<file path="src/rv_pkg.sv">
package rv_pkg;

  localparam int xlen = 32;

  // major opcodes, bits [6:0] of the instruction
  typedef enum logic [6:0] {
    op_lui    = 7'b0110111,
    op_imm    = 7'b0010011,
    op_reg    = 7'b0110011,
    op_load   = 7'b0000011,
    op_store  = 7'b0100011,
    op_branch = 7'b1100011,
    op_jal    = 7'b1101111
  } opcode_e;

  // funct3 field
  localparam logic [2:0] f3_add  = 3'b000; // add, addi, sub
  localparam logic [2:0] f3_slt  = 3'b010;
  localparam logic [2:0] f3_xor  = 3'b100;
  localparam logic [2:0] f3_or   = 3'b110;
  localparam logic [2:0] f3_and  = 3'b111;
  localparam logic [2:0] f3_word = 3'b010; // lw and sw
  localparam logic [2:0] f3_beq  = 3'b000;
  localparam logic [2:0] f3_bne  = 3'b001;

  // funct7 field, register-register forms only
  localparam logic [6:0] f7_base = 7'b0000000;
  localparam logic [6:0] f7_sub  = 7'b0100000;

  typedef enum logic [2:0] {
    alu_add,
    alu_sub,
    alu_and,
    alu_or,
    alu_xor,
    alu_slt
  } alu_op_e;

  typedef enum logic [1:0] {
    st_fetch,
    st_exec,
    st_mem,
    st_halt
  } core_state_e;

  typedef enum logic [1:0] {
    trap_illegal    = 2'd0,
    trap_misaligned = 2'd1,
    trap_bus        = 2'd2
  } trap_code_e;

  // AXI response codes in use here
  typedef enum logic [1:0] {
    resp_okay   = 2'b00,
    resp_slverr = 2'b10
  } axi_resp_e;

endpackage

</file>
<file path="src/rv_mem_if.sv">
`timescale 1ns/1ps

interface rv_mem_if import rv_pkg::*; ();

  logic                req;   // one-cycle request strobe
  logic                we;    // write when high
  logic [xlen-1:0]     addr;
  logic [xlen-1:0]     wdata;
  logic [xlen/8-1:0]   wstrb;
  logic                done;  // one-cycle completion pulse
  logic [xlen-1:0]     rdata;
  logic                err;   // bus returned an error

  // request side stays stable until done
  modport core (
    output req, we, addr, wdata, wstrb,
    input  done, rdata, err
  );

  modport master (
    input  req, we, addr, wdata, wstrb,
    output done, rdata, err
  );

endinterface

</file>
<file path="src/rv_axil_master.sv">
`timescale 1ns/1ps

module rv_axil_master import rv_pkg::*; (
  input  logic              clk,
  input  logic              rst,
  rv_mem_if.master          mem,
  output logic              awvalid,
  input  logic              awready,
  output logic [xlen-1:0]   awaddress,
  output logic [2:0]        awprot,
  output logic              wvalid,
  input  logic              wready,
  output logic [xlen-1:0]   wdata,
  output logic [xlen/8-1:0] wstrb,
  input  logic              bvalid,
  output logic              bready,
  input  logic [1:0]        bresp,
  output logic              arvalid,
  input  logic              arready,
  output logic [xlen-1:0]   araddress,
  output logic [2:0]        arprot,
  input  logic              rvalid,
  output logic              rready,
  input  logic [xlen-1:0]   rdata,
  input  logic [1:0]        rresp
);

  typedef enum logic [2:0] {s_idle, s_rd_addr, s_rd_data, s_wr_req, s_wr_resp} bus_state_e;

  bus_state_e state;
  logic       aw_acc; // write address taken now or earlier
  logic       w_acc;  // write data taken now or earlier

  // request fields are held by the core for the whole transaction
  assign awaddress = mem.addr;
  assign araddress = mem.addr;
  assign wdata     = mem.wdata;
  assign wstrb     = mem.wstrb;
  assign awprot    = 3'b000;
  assign arprot    = 3'b000;

  assign aw_acc = !awvalid || awready;
  assign w_acc  = !wvalid || wready;

  always_ff @(posedge clk) begin
    if (rst) begin
      state    <= s_idle;
      arvalid  <= 1'b0;
      rready   <= 1'b0;
      awvalid  <= 1'b0;
      wvalid   <= 1'b0;
      bready   <= 1'b0;
      mem.done <= 1'b0;
      mem.err  <= 1'b0;
    end else begin
      mem.done <= 1'b0;
      case (state)
        s_idle: begin
          if (mem.req && mem.we) begin
            awvalid <= 1'b1; // address and data raised together
            wvalid  <= 1'b1;
            state   <= s_wr_req;
          end else if (mem.req) begin
            arvalid <= 1'b1;
            state   <= s_rd_addr;
          end
        end
        s_rd_addr: begin
          if (arready) begin
            arvalid <= 1'b0;
            rready  <= 1'b1;
            state   <= s_rd_data;
          end
        end
        s_rd_data: begin
          if (rvalid) begin
            rready    <= 1'b0;
            mem.rdata <= rdata;
            mem.err   <= rresp != resp_okay;
            mem.done  <= 1'b1;
            state     <= s_idle;
          end
        end
        s_wr_req: begin
          if (awvalid && awready) awvalid <= 1'b0;
          if (wvalid && wready) wvalid <= 1'b0;
          if (aw_acc && w_acc) begin
            bready <= 1'b1;
            state  <= s_wr_resp;
          end
        end
        s_wr_resp: begin
          if (bvalid) begin
            bready   <= 1'b0;
            mem.err  <= bresp != resp_okay;
            mem.done <= 1'b1;
            state    <= s_idle;
          end
        end
        default: state <= s_idle;
      endcase
    end
  end

  a_ar_hold: assert property (@(posedge clk) disable iff (rst) arvalid && !arready |=> arvalid);

  // core keeps one request in flight
  a_no_overlap: assert property (@(posedge clk) disable iff (rst) mem.req |-> state == s_idle);

endmodule

</file>
<file path="src/rv_core.sv">
`timescale 1ns/1ps

module rv_core import rv_pkg::*; #(
  parameter logic [xlen-1:0] reset_pc = '0
) (
  input  logic            clk,
  input  logic            rst,
  rv_mem_if.core          mem,
  output logic            retire_valid,
  output logic [xlen-1:0] retire_pc,
  output logic [4:0]      retire_rd,
  output logic [xlen-1:0] retire_rd_wdata,
  output logic            trap,
  output trap_code_e      trap_code
);

  core_state_e     state;
  logic [xlen-1:0] pc;
  logic [xlen-1:0] ir;
  logic            pend;         // fetch request outstanding
  logic [xlen-1:0] regs [1:31];

  opcode_e         opcode;
  logic [4:0]      rd, rs1, rs2;
  logic [2:0]      f3;
  logic [6:0]      f7;
  logic [xlen-1:0] imm_i, imm_s, imm_b, imm_j, imm_u;
  logic [xlen-1:0] rs1_val, rs2_val, alu_b, alu_res, wb_val;
  logic [xlen-1:0] pc_plus4, next_pc, ls_addr;
  alu_op_e         alu_op;
  logic            f3_ok, illegal, misaligned, is_mem, taken, writes_rd;
  logic            retire_now, rf_sel, rf_we;
  logic [xlen-1:0] rf_wd;

  assign opcode = opcode_e'(ir[6:0]);
  assign rd     = ir[11:7];
  assign f3     = ir[14:12];
  assign rs1    = ir[19:15];
  assign rs2    = ir[24:20];
  assign f7     = ir[31:25];

  assign imm_i = {{20{ir[31]}}, ir[31:20]};
  assign imm_s = {{20{ir[31]}}, ir[31:25], ir[11:7]};
  assign imm_b = {{19{ir[31]}}, ir[31], ir[7], ir[30:25], ir[11:8], 1'b0};
  assign imm_j = {{11{ir[31]}}, ir[31], ir[19:12], ir[20], ir[30:21], 1'b0};
  assign imm_u = {ir[31:12], 12'b0};

  assign rs1_val = (rs1 == 5'd0) ? '0 : regs[rs1]; // x0 hardwired
  assign rs2_val = (rs2 == 5'd0) ? '0 : regs[rs2];

  always_comb begin
    alu_op = alu_add;
    f3_ok  = 1'b1;
    case (f3)
      f3_add:  alu_op = (opcode == op_reg && f7 == f7_sub) ? alu_sub : alu_add;
      f3_slt:  alu_op = alu_slt;
      f3_xor:  alu_op = alu_xor;
      f3_or:   alu_op = alu_or;
      f3_and:  alu_op = alu_and;
      default: f3_ok = 1'b0;
    endcase
  end

  always_comb begin
    case (opcode)
      op_lui, op_jal:    illegal = 1'b0;
      op_imm:            illegal = !f3_ok;
      op_reg:            illegal = !f3_ok || !(f7 == f7_base || (f7 == f7_sub && f3 == f3_add));
      op_load, op_store: illegal = f3 != f3_word;
      op_branch:         illegal = f3 != f3_beq && f3 != f3_bne;
      default:           illegal = 1'b1;
    endcase
  end

  assign alu_b = (opcode == op_reg) ? rs2_val : imm_i;

  always_comb begin
    case (alu_op)
      alu_sub: alu_res = rs1_val - alu_b;
      alu_and: alu_res = rs1_val & alu_b;
      alu_or:  alu_res = rs1_val | alu_b;
      alu_xor: alu_res = rs1_val ^ alu_b;
      alu_slt: alu_res = {{(xlen-1){1'b0}}, $signed(rs1_val) < $signed(alu_b)};
      default: alu_res = rs1_val + alu_b;
    endcase
  end

  assign pc_plus4 = pc + 32'd4;
  assign taken    = (f3 == f3_beq) ? (rs1_val == rs2_val) : (rs1_val != rs2_val);

  always_comb begin
    next_pc = pc_plus4;
    if (opcode == op_jal) begin
      next_pc = pc + imm_j;
    end else if (opcode == op_branch && taken) begin
      next_pc = pc + imm_b;
    end
  end

  assign is_mem     = opcode == op_load || opcode == op_store;
  assign ls_addr    = rs1_val + ((opcode == op_store) ? imm_s : imm_i);
  assign misaligned = is_mem ? (ls_addr[1:0] != 2'b00) : (next_pc[1:0] != 2'b00);
  assign writes_rd  = opcode == op_lui || opcode == op_imm || opcode == op_reg
                      || opcode == op_jal;
  assign wb_val     = (opcode == op_lui) ? imm_u : (opcode == op_jal) ? pc_plus4 : alu_res;

  // completion of an instruction, either in exec or after its data access
  assign retire_now = (state == st_exec && !illegal && !misaligned && !is_mem)
                      || (state == st_mem && mem.done && !mem.err);
  assign rf_sel = (state == st_mem) ? !mem.we : writes_rd;
  assign rf_wd  = (state == st_mem) ? mem.rdata : wb_val;
  assign rf_we  = retire_now && rf_sel && rd != 5'd0;

  always_ff @(posedge clk) begin
    if (rf_we) regs[rd] <= rf_wd;
  end

  always_ff @(posedge clk) begin
    if (rst) begin
      state     <= st_fetch;
      pc        <= reset_pc;
      pend      <= 1'b0;
      mem.req   <= 1'b0;
      trap      <= 1'b0;
      trap_code <= trap_illegal;
    end else begin
      mem.req <= 1'b0;
      if (retire_now) begin
        pc    <= next_pc; // equals pc+4 for loads and stores
        state <= st_fetch;
      end
      case (state)
        st_fetch: begin
          if (!pend) begin
            mem.req  <= 1'b1;
            mem.we   <= 1'b0;
            mem.addr <= pc;
            pend     <= 1'b1;
          end else if (mem.done) begin
            pend <= 1'b0;
            if (mem.err) begin
              trap      <= 1'b1;
              trap_code <= trap_bus;
              state     <= st_halt;
            end else begin
              ir    <= mem.rdata;
              state <= st_exec;
            end
          end
        end
        st_exec: begin
          if (illegal || misaligned) begin
            trap      <= 1'b1;
            trap_code <= illegal ? trap_illegal : trap_misaligned;
            state     <= st_halt;
          end else if (is_mem) begin
            mem.req   <= 1'b1;
            mem.we    <= opcode == op_store;
            mem.addr  <= ls_addr;
            mem.wdata <= rs2_val;
            mem.wstrb <= (opcode == op_store) ? '1 : '0; // word stores only
            state     <= st_mem;
          end
        end
        st_mem: begin
          if (mem.done && mem.err) begin
            trap      <= 1'b1;
            trap_code <= trap_bus;
            state     <= st_halt;
          end
        end
        default: state <= st_halt; // halted until reset
      endcase
    end
  end

  always_ff @(posedge clk) begin
    if (rst) begin
      retire_valid <= 1'b0;
    end else begin
      retire_valid <= retire_now;
    end
    if (retire_now) begin
      retire_pc       <= pc;
      retire_rd       <= rf_sel ? rd : 5'd0;
      retire_rd_wdata <= rf_we ? rf_wd : '0;
    end
  end

  a_no_retire_halt: assert property (@(posedge clk) disable iff (rst)
    !(retire_valid && state == st_halt));

  a_pc_aligned: assert property (@(posedge clk) disable iff (rst) pc[1:0] == 2'b00);

endmodule

</file>
<file path="src/rv_top.sv">
`timescale 1ns/1ps

module rv_top import rv_pkg::*; #(
  parameter logic [xlen-1:0] reset_pc = '0
) (
  input  logic              clk,
  input  logic              rst,
  output logic              awvalid,
  input  logic              awready,
  output logic [xlen-1:0]   awaddress,
  output logic [2:0]        awprot,
  output logic              wvalid,
  input  logic              wready,
  output logic [xlen-1:0]   wdata,
  output logic [xlen/8-1:0] wstrb,
  input  logic              bvalid,
  output logic              bready,
  input  logic [1:0]        bresp,
  output logic              arvalid,
  input  logic              arready,
  output logic [xlen-1:0]   araddress,
  output logic [2:0]        arprot,
  input  logic              rvalid,
  output logic              rready,
  input  logic [xlen-1:0]   rdata,
  input  logic [1:0]        rresp,
  output logic              trap,
  output trap_code_e        trap_code,
  output logic              retire_valid,
  output logic [xlen-1:0]   retire_pc,
  output logic [4:0]        retire_rd,
  output logic [xlen-1:0]   retire_rd_wdata
);

  rv_mem_if mem_bus ();

  rv_core #(.reset_pc(reset_pc)) i_core (
    .clk, .rst, .mem(mem_bus.core),
    .retire_valid, .retire_pc, .retire_rd, .retire_rd_wdata,
    .trap, .trap_code
  );

  rv_axil_master i_master (
    .clk, .rst, .mem(mem_bus.master),
    .awvalid, .awready, .awaddress, .awprot,
    .wvalid, .wready, .wdata, .wstrb,
    .bvalid, .bready, .bresp,
    .arvalid, .arready, .araddress, .arprot,
    .rvalid, .rready, .rdata, .rresp
  );

endmodule
</file>
<file path="config.mk">
export PLATFORM = sky130hd
export DESIGN_NAME = rv_top
export DESIGN_NICKNAME = d
export VERILOG_FILES = /design/src/rv_pkg.sv /design/src/rv_mem_if.sv /design/src/rv_axil_master.sv /design/src/rv_core.sv /design/src/rv_top.sv
export SDC_FILE = /design/constraint.sdc
export NUM_CORES = 2
export LEC_CHECK = 0
export ABC_AREA = 0
export BUFFER_PORTS_ARGS = -buffer_cell sky130_fd_sc_hd__buf_2
export CAP_MARGIN = 10
export CELL_PAD_IN_SITES_DETAIL_PLACEMENT = 0
export CELL_PAD_IN_SITES_GLOBAL_PLACEMENT = 1
export CORE_MARGIN = 10
export CORE_UTILIZATION = 35
export CTS_CLUSTER_DIAMETER = 50
export DETAILED_ROUTE_END_ITERATION = 8
export PLACE_DENSITY_LB_ADDON = 0.1
export SYNTH_ARGS = -nofsm -noshare
export SYNTH_HDL_FRONTEND = slang
export SYNTH_SLANG_ARGS = --single-unit
</file>
<file path="constraint.sdc">
create_clock -name clk -period 16.85 [get_ports clk]
set_input_delay 3.37 -clock clk [delete_from_list [all_inputs] [get_ports clk]]
set_output_delay 3.37 -clock clk [all_outputs]
set_load 0.01 [all_outputs]
</file>
### Word-level counts from Yosys, hierarchy flattened

Memories as Yosys holds them, arrays and structs flattened. A register that Yosys moved wholly into a read port is not among the register bits.
Index checks and enable logic that the tools add are counted.

* bits in registers: 252
* RAM bits: 992
* input bits: 43
* output and inout bits: 184
* logic and storage cells: 237
* memories: 1

* add/subtract/negate cells: 6
* magnitude comparators: 1
* eq/ne operators: 45
* mux-type cells: 85
* bitwise logic cells: 6
* reduce and logical (&&, ||, !) cells: 69

Memory list
* i_core.regs: depth 31, width 32, rd ports 2, clocked after memory_dff 2, write ports 1, RTL line rv_core.sv:21 `logic [xlen-1:0] regs [1:31];`

Operators by type and width (count)
* two-way mux 32 bit: 11
* one-hot mux 32 bit (5 select lines): 1
* adder 32 bit: 4
* one-hot mux 32 bit (2 select lines): 1
* two-way mux 1 bit: 35
* adder 32 x 3 -> 32 bit (second input constant): 1
* AND 32 bit: 1
* equality test 32 bit: 1
* < comparator 32 bit: 1
* inequality test 32 bit: 1
* bitwise OR 32 bit: 1
* subtractor 32 bit: 1
* bitwise XOR 32 bit: 1
* one-hot mux 3 bit (5 select lines): 2
* equality test 7 x 6 -> 1 bit (second input constant): 4
* two-way mux 2 bit: 12
* nonzero test 2 bit: 10
* equality test 3 bit (second input constant): 6
* two-way mux 3 bit: 6
* inequality test 2 bit (second input constant): 9
* one-hot mux 1 bit (2 select lines): 9
* AND reduction 3 bit: 6
* logical AND 1 bit: 16
* inequality test 2 x 1 -> 1 bit (second input constant): 8
* other kinds (28): 64

### Logic depth before layout (Yosys ltp)

* depth in word-level cells: 17
* gate-level depth with buffers: 27
* mapped depth without buffers: 23

### Modules after synthesis

Synthesis repeated with hierarchy kept, for this count alone.

* cell total of the unflattened synthesis: 4774
* area total of the unflattened synthesis: 67548.5 sq um

Modules (own cells, without submodules)
* rv_core: instances 1, cells an instance 4576, area an instance 65236.3 sq um, seq. area each 35754.3 sq um
* rv_axil_master: instances 1, cells an instance 198, area an instance 2312.2 sq um, seq. area each 1161.1 sq um

### Least setup slack after synthesis

OpenSTA, ideal clock, no wires.

* path kind: in2reg
* start: in rst
* end: reg i_core.mem.addr[0], enable pin
* setup time: 602 ps
* arrival time: 8964 ps
* slack: 7284 ps
* stages on the path: 3
* path buffers: 2
* path through: clkbuf_1 -> buf_1 -> a2111oi_0

* longest elaborated chain between the ends: 2

Ends and longest elaborated chain
* from (decl): RTL line rv_top.sv:7 `input logic rst,`
* inverter 1 bit (no source line)
* AND reduction 5 bit (no source line)
* to (signal assigned): RTL line rv_core.sv:137 `mem.addr <= pc;`
* to (signal assigned): RTL line rv_core.sv:159 `mem.addr <= ls_addr;`
* to (decl): RTL line rv_mem_if.sv:16 `output req, we, addr, wdata, wstrb,`

Every way passes these cells.
A chain may end at the register's enable or synchronous reset.

==> impl_metrics.json <==
{
  "status": "completed",
  "fmax_ghz": 0.105,
  "cp-start-kind": "flip-flop",
  "critPathKind": "reg2reg",
  "grt_max_degree": 76,
  "finalHoldViolCount": 0,
  "synth_top_family_by_area": "multiplexers",
  "min-delay-path-class": "reg2reg",
  "rr_worst_depth": 18,
  "detail_route.first_pass.iterations": 5,
  "core_um2": 190000,
  "grt_usage_pct": 24.3,
  "maxSlewViolCount": 0,
  "hold_buffers": 0,
  "fp.dieArea_um2": 210000,
  "synthMuxAreaShare_pct": 19.3,
  "nets": 5189,
  "numCtsBuffers": 166,
  "hpwl_mm": 174,
  "post_cts_resized": 0,
  "maxCapViolCount": 0,
  "rsz0062_at_grt": "false",
  "die_w_um": 458,
  "synth_xor_area_share_pct": 1.76,
  "ys.flop_type": "edfxtp_1",
  "drc": 0,
  "required_ns": 17.29,
  "synth_compound_area_share_pct": 10.2,
  "fin_skew_ns": 0.0678,
  "final-setup-viol-count": 0,
  "vdd_drop_max_mv": 0.0760,
  "r2r-end": "i_core.regs[11][9]",
  "num_io_pins": 227,
  "cts_tree": "done",
  "cp_max_fo": 56,
  "rows": 160,
  "synth_area_um2": 67100,
  "setup.reg_to_reg.worst_slack_ns": 7.32,
  "area_growth_pct": 14.7,
  "ys_warn_count": 0,
  "grt_pass1_wl_mm": 365,
  "period_needed_ns": 9.53,
  "whs_ns": 0.463,
  "synth_top_area_share_pct": 53.2,
  "avgSynthCellArea_um2": 14.1,
  "slew_headroom_pct": 14.5,
  "clk_path_buf_depth": 3,
  "ys_seq_area_share_pct": 55.0,
  "fin_ws_ns": 7.32,
  "final_area_um2": 77000,
  "die_h_um": 458,
  "powerDensity_nw_per_um2": 91.1,
  "synth_simple_gate_area_share_pct": 6.87,
  "cp.arrival_ns": 9.98,
  "utilization_pct": 40.4,
  "initial_utilization_pct": 35.3,
  "synth.most_common_cell": "edfxtp_1",
  "pre_cts_slack_ns": 7.51,
  "synth_top_area_cell": "edfxtp_1",
  "cts.htree.levels": 4,
  "grt_pass1_vias": 45403,
  "leakage_nw": 26.4,
  "worstHoldStart": "i_master.mem.rdata[25]",
  "synth_cell_type_count": 99,
  "post_cts_buffers": 0,
  "overflow": 0,
  "antenna_found_initial": 7,
  "endpoint": "i_core.regs[11][9]",
  "wl_per_cell_um": 34.3,
  "ys_seq_elements": 1249,
  "placed_area_um2": 71400,
  "tightest_slew_ns": 1.28,
  "clock-sinks": 1249,
  "via_count": 45368,
  "synth_area_leaders": "edfxtp_1 53%, mux4_2 16%, ha_1 3.0%",
  "port_buffers": 219,
  "vias_per_cell": 5.94,
  "place_congestion": 0.888,
  "synthCells": 4776,
  "min_period_over_period_pct": 56.6,
  "clk_latency_ns": 0.83,
  "ys_async_sr_fraction_pct": 0,
  "synth_commonest_cells": "1,190 x edfxtp_1, 476 x mux4_2, 317 x nand2_1, 311 x nor2_1, 282 x a21oi_1",
  "clock-root-buffer": "clkbuf_16",
  "drt_iter0_drc": 4622,
  "cp-end-kind": "flip-flop",
  "drive_above_1_share_pct": 25.1,
  "wl_mm": 262,
  "yosys.area_share.adder_pct": 3.19,
  "antenna_left": 0,
  "synth-edff-count": 1190,
  "fin_setup_tns_ns": 0,
  "clk_pin_slew_ns": 0.06
}
worst max-delay path, cell delays in order, from the launching register on:
cell	delay, ns
dfxtp_4	0.34
buf_4	0.53
buf_4	0.82
buf_4	0.75
mux4_2	0.40
a211oi_1	0.24
a211oi_1	0.13
a21oi_1	0.96
xnor2_1	0.13
nor4_1	0.53
nand4_1	0.39
o21a_1	0.38
o31ai_1	0.25
a31o_2	0.27
a21boi_4	0.06
buf_4	0.34
nand4bb_1	0.89
nor2_4	0.92
buf_4	0.55
power by group:
group	total [mW]	leakage [nW]	internal, mW	switching (mW)
combinational	0.0510	12.5	0.0170	0.0340
sequential	3.36	11.2	3.36	0.00487
clock	3.60	2.69	2.13	1.47
total	7.02	26.4	5.51	1.51
per-layer routing:
| layer | vias up | share of wire (%) | track usage [%] |
|---|---|---|---|
| li1 | 19374 | - | - |
| met1 | 23877 | 42 | 32.2 |
| met2 | 1702 | 48 | 39.8 |
| met3 | 413 | 5.8 | 3.62 |
| met4 | 2 | 4.7 | 10.3 |
| met5 | - | 0.0057 | 0 |
state kept, by name, summed over array words and instances, names as in the netlist, 2 cells and up, named ones only:
signal / cells
i_core.regs: 992
i_core.ir: 32
i_core.mem.addr: 32
i_core.mem.wdata: 32
i_core.retire_rd_wdata: 32
i_master.mem.rdata: 32
i_core.pc: 31
i_core.retire_pc: 31
i_core.retire_rd: 5
i_master.state: 3
i_core.state: 2
i_core.trap_code: 2
cells by family (layout without fill, tap and decap cells):
logic type      Yosys count  count (layout)
flops                  1249            1249
compound gates         1019            1019
simple gates            995             995
mux                     697             697
buf+inv                 512             844
fa+ha+maj               168             168
xor+xnor                135             135
other cells               1              14
layout by cell type (no fill, tap or decap), drive strengths merged, types with 16 or more instances in the layout:
master    count
mux2         46
o21bai       20
nand2b       29
a211oi      114
o211ai       17
buf         388
nand2       317
o22ai        39
or3          22
nor3         54
edfxtp     1190
clkbuf      193
a221oi       45
nor2        311
a2111oi      19
ha          163
a21oi       282
nand3        62
clkinv       58
nor2b        29
and2         57
xor2         35
xnor2       100
nor4         20
a21o         61
clkinvlp     16
a31oi        17
inv         171
o21ai       212
bufinv       18
mux2i       175
nand4        25
mux4        476
dfxtp        59
and3         28
worst min path at each step:
stage,endpoint,slack [ns],cells after the start
2_1_floorplan,i_core.ir[25],0.42,0
3_3_place_gp,i_core.ir[25],0.44,0
3_5_place_dp,i_core.ir[25],0.43,0
4_1_cts,i_core.ir[25],0.46,0
5_1_grt,i_core.ir[25],0.48,0
6_report,i_core.ir[25],0.46,0
area by class of cell:
type / count / area (um^2)
multi-input cells: 3021 / 28300
well taps: 2511 / 3140
inverters: 152 / 573
repair buffers: 388 / 2420
diodes: 7 / 17.5
flip-flops and latches: 1249 / 36900
fillers: 17625 / 113000
clock buffers: 193 / 4300
clock inverters: 111 / 1330
metrics by stage:
| stage | cells | power [mW] |
|---|---|---|
| after floorplan | 4782 | 3.46 |
| after global placement | 7320 | 3.48 |
| after detailed placement | 7321 | 3.48 |
| after CTS | 7625 | 7.09 |
| after global routing | 7625 | 7.22 |
| final | 7632 | 7.02 |
No activity file was read; power rests on OpenSTA's default activity.
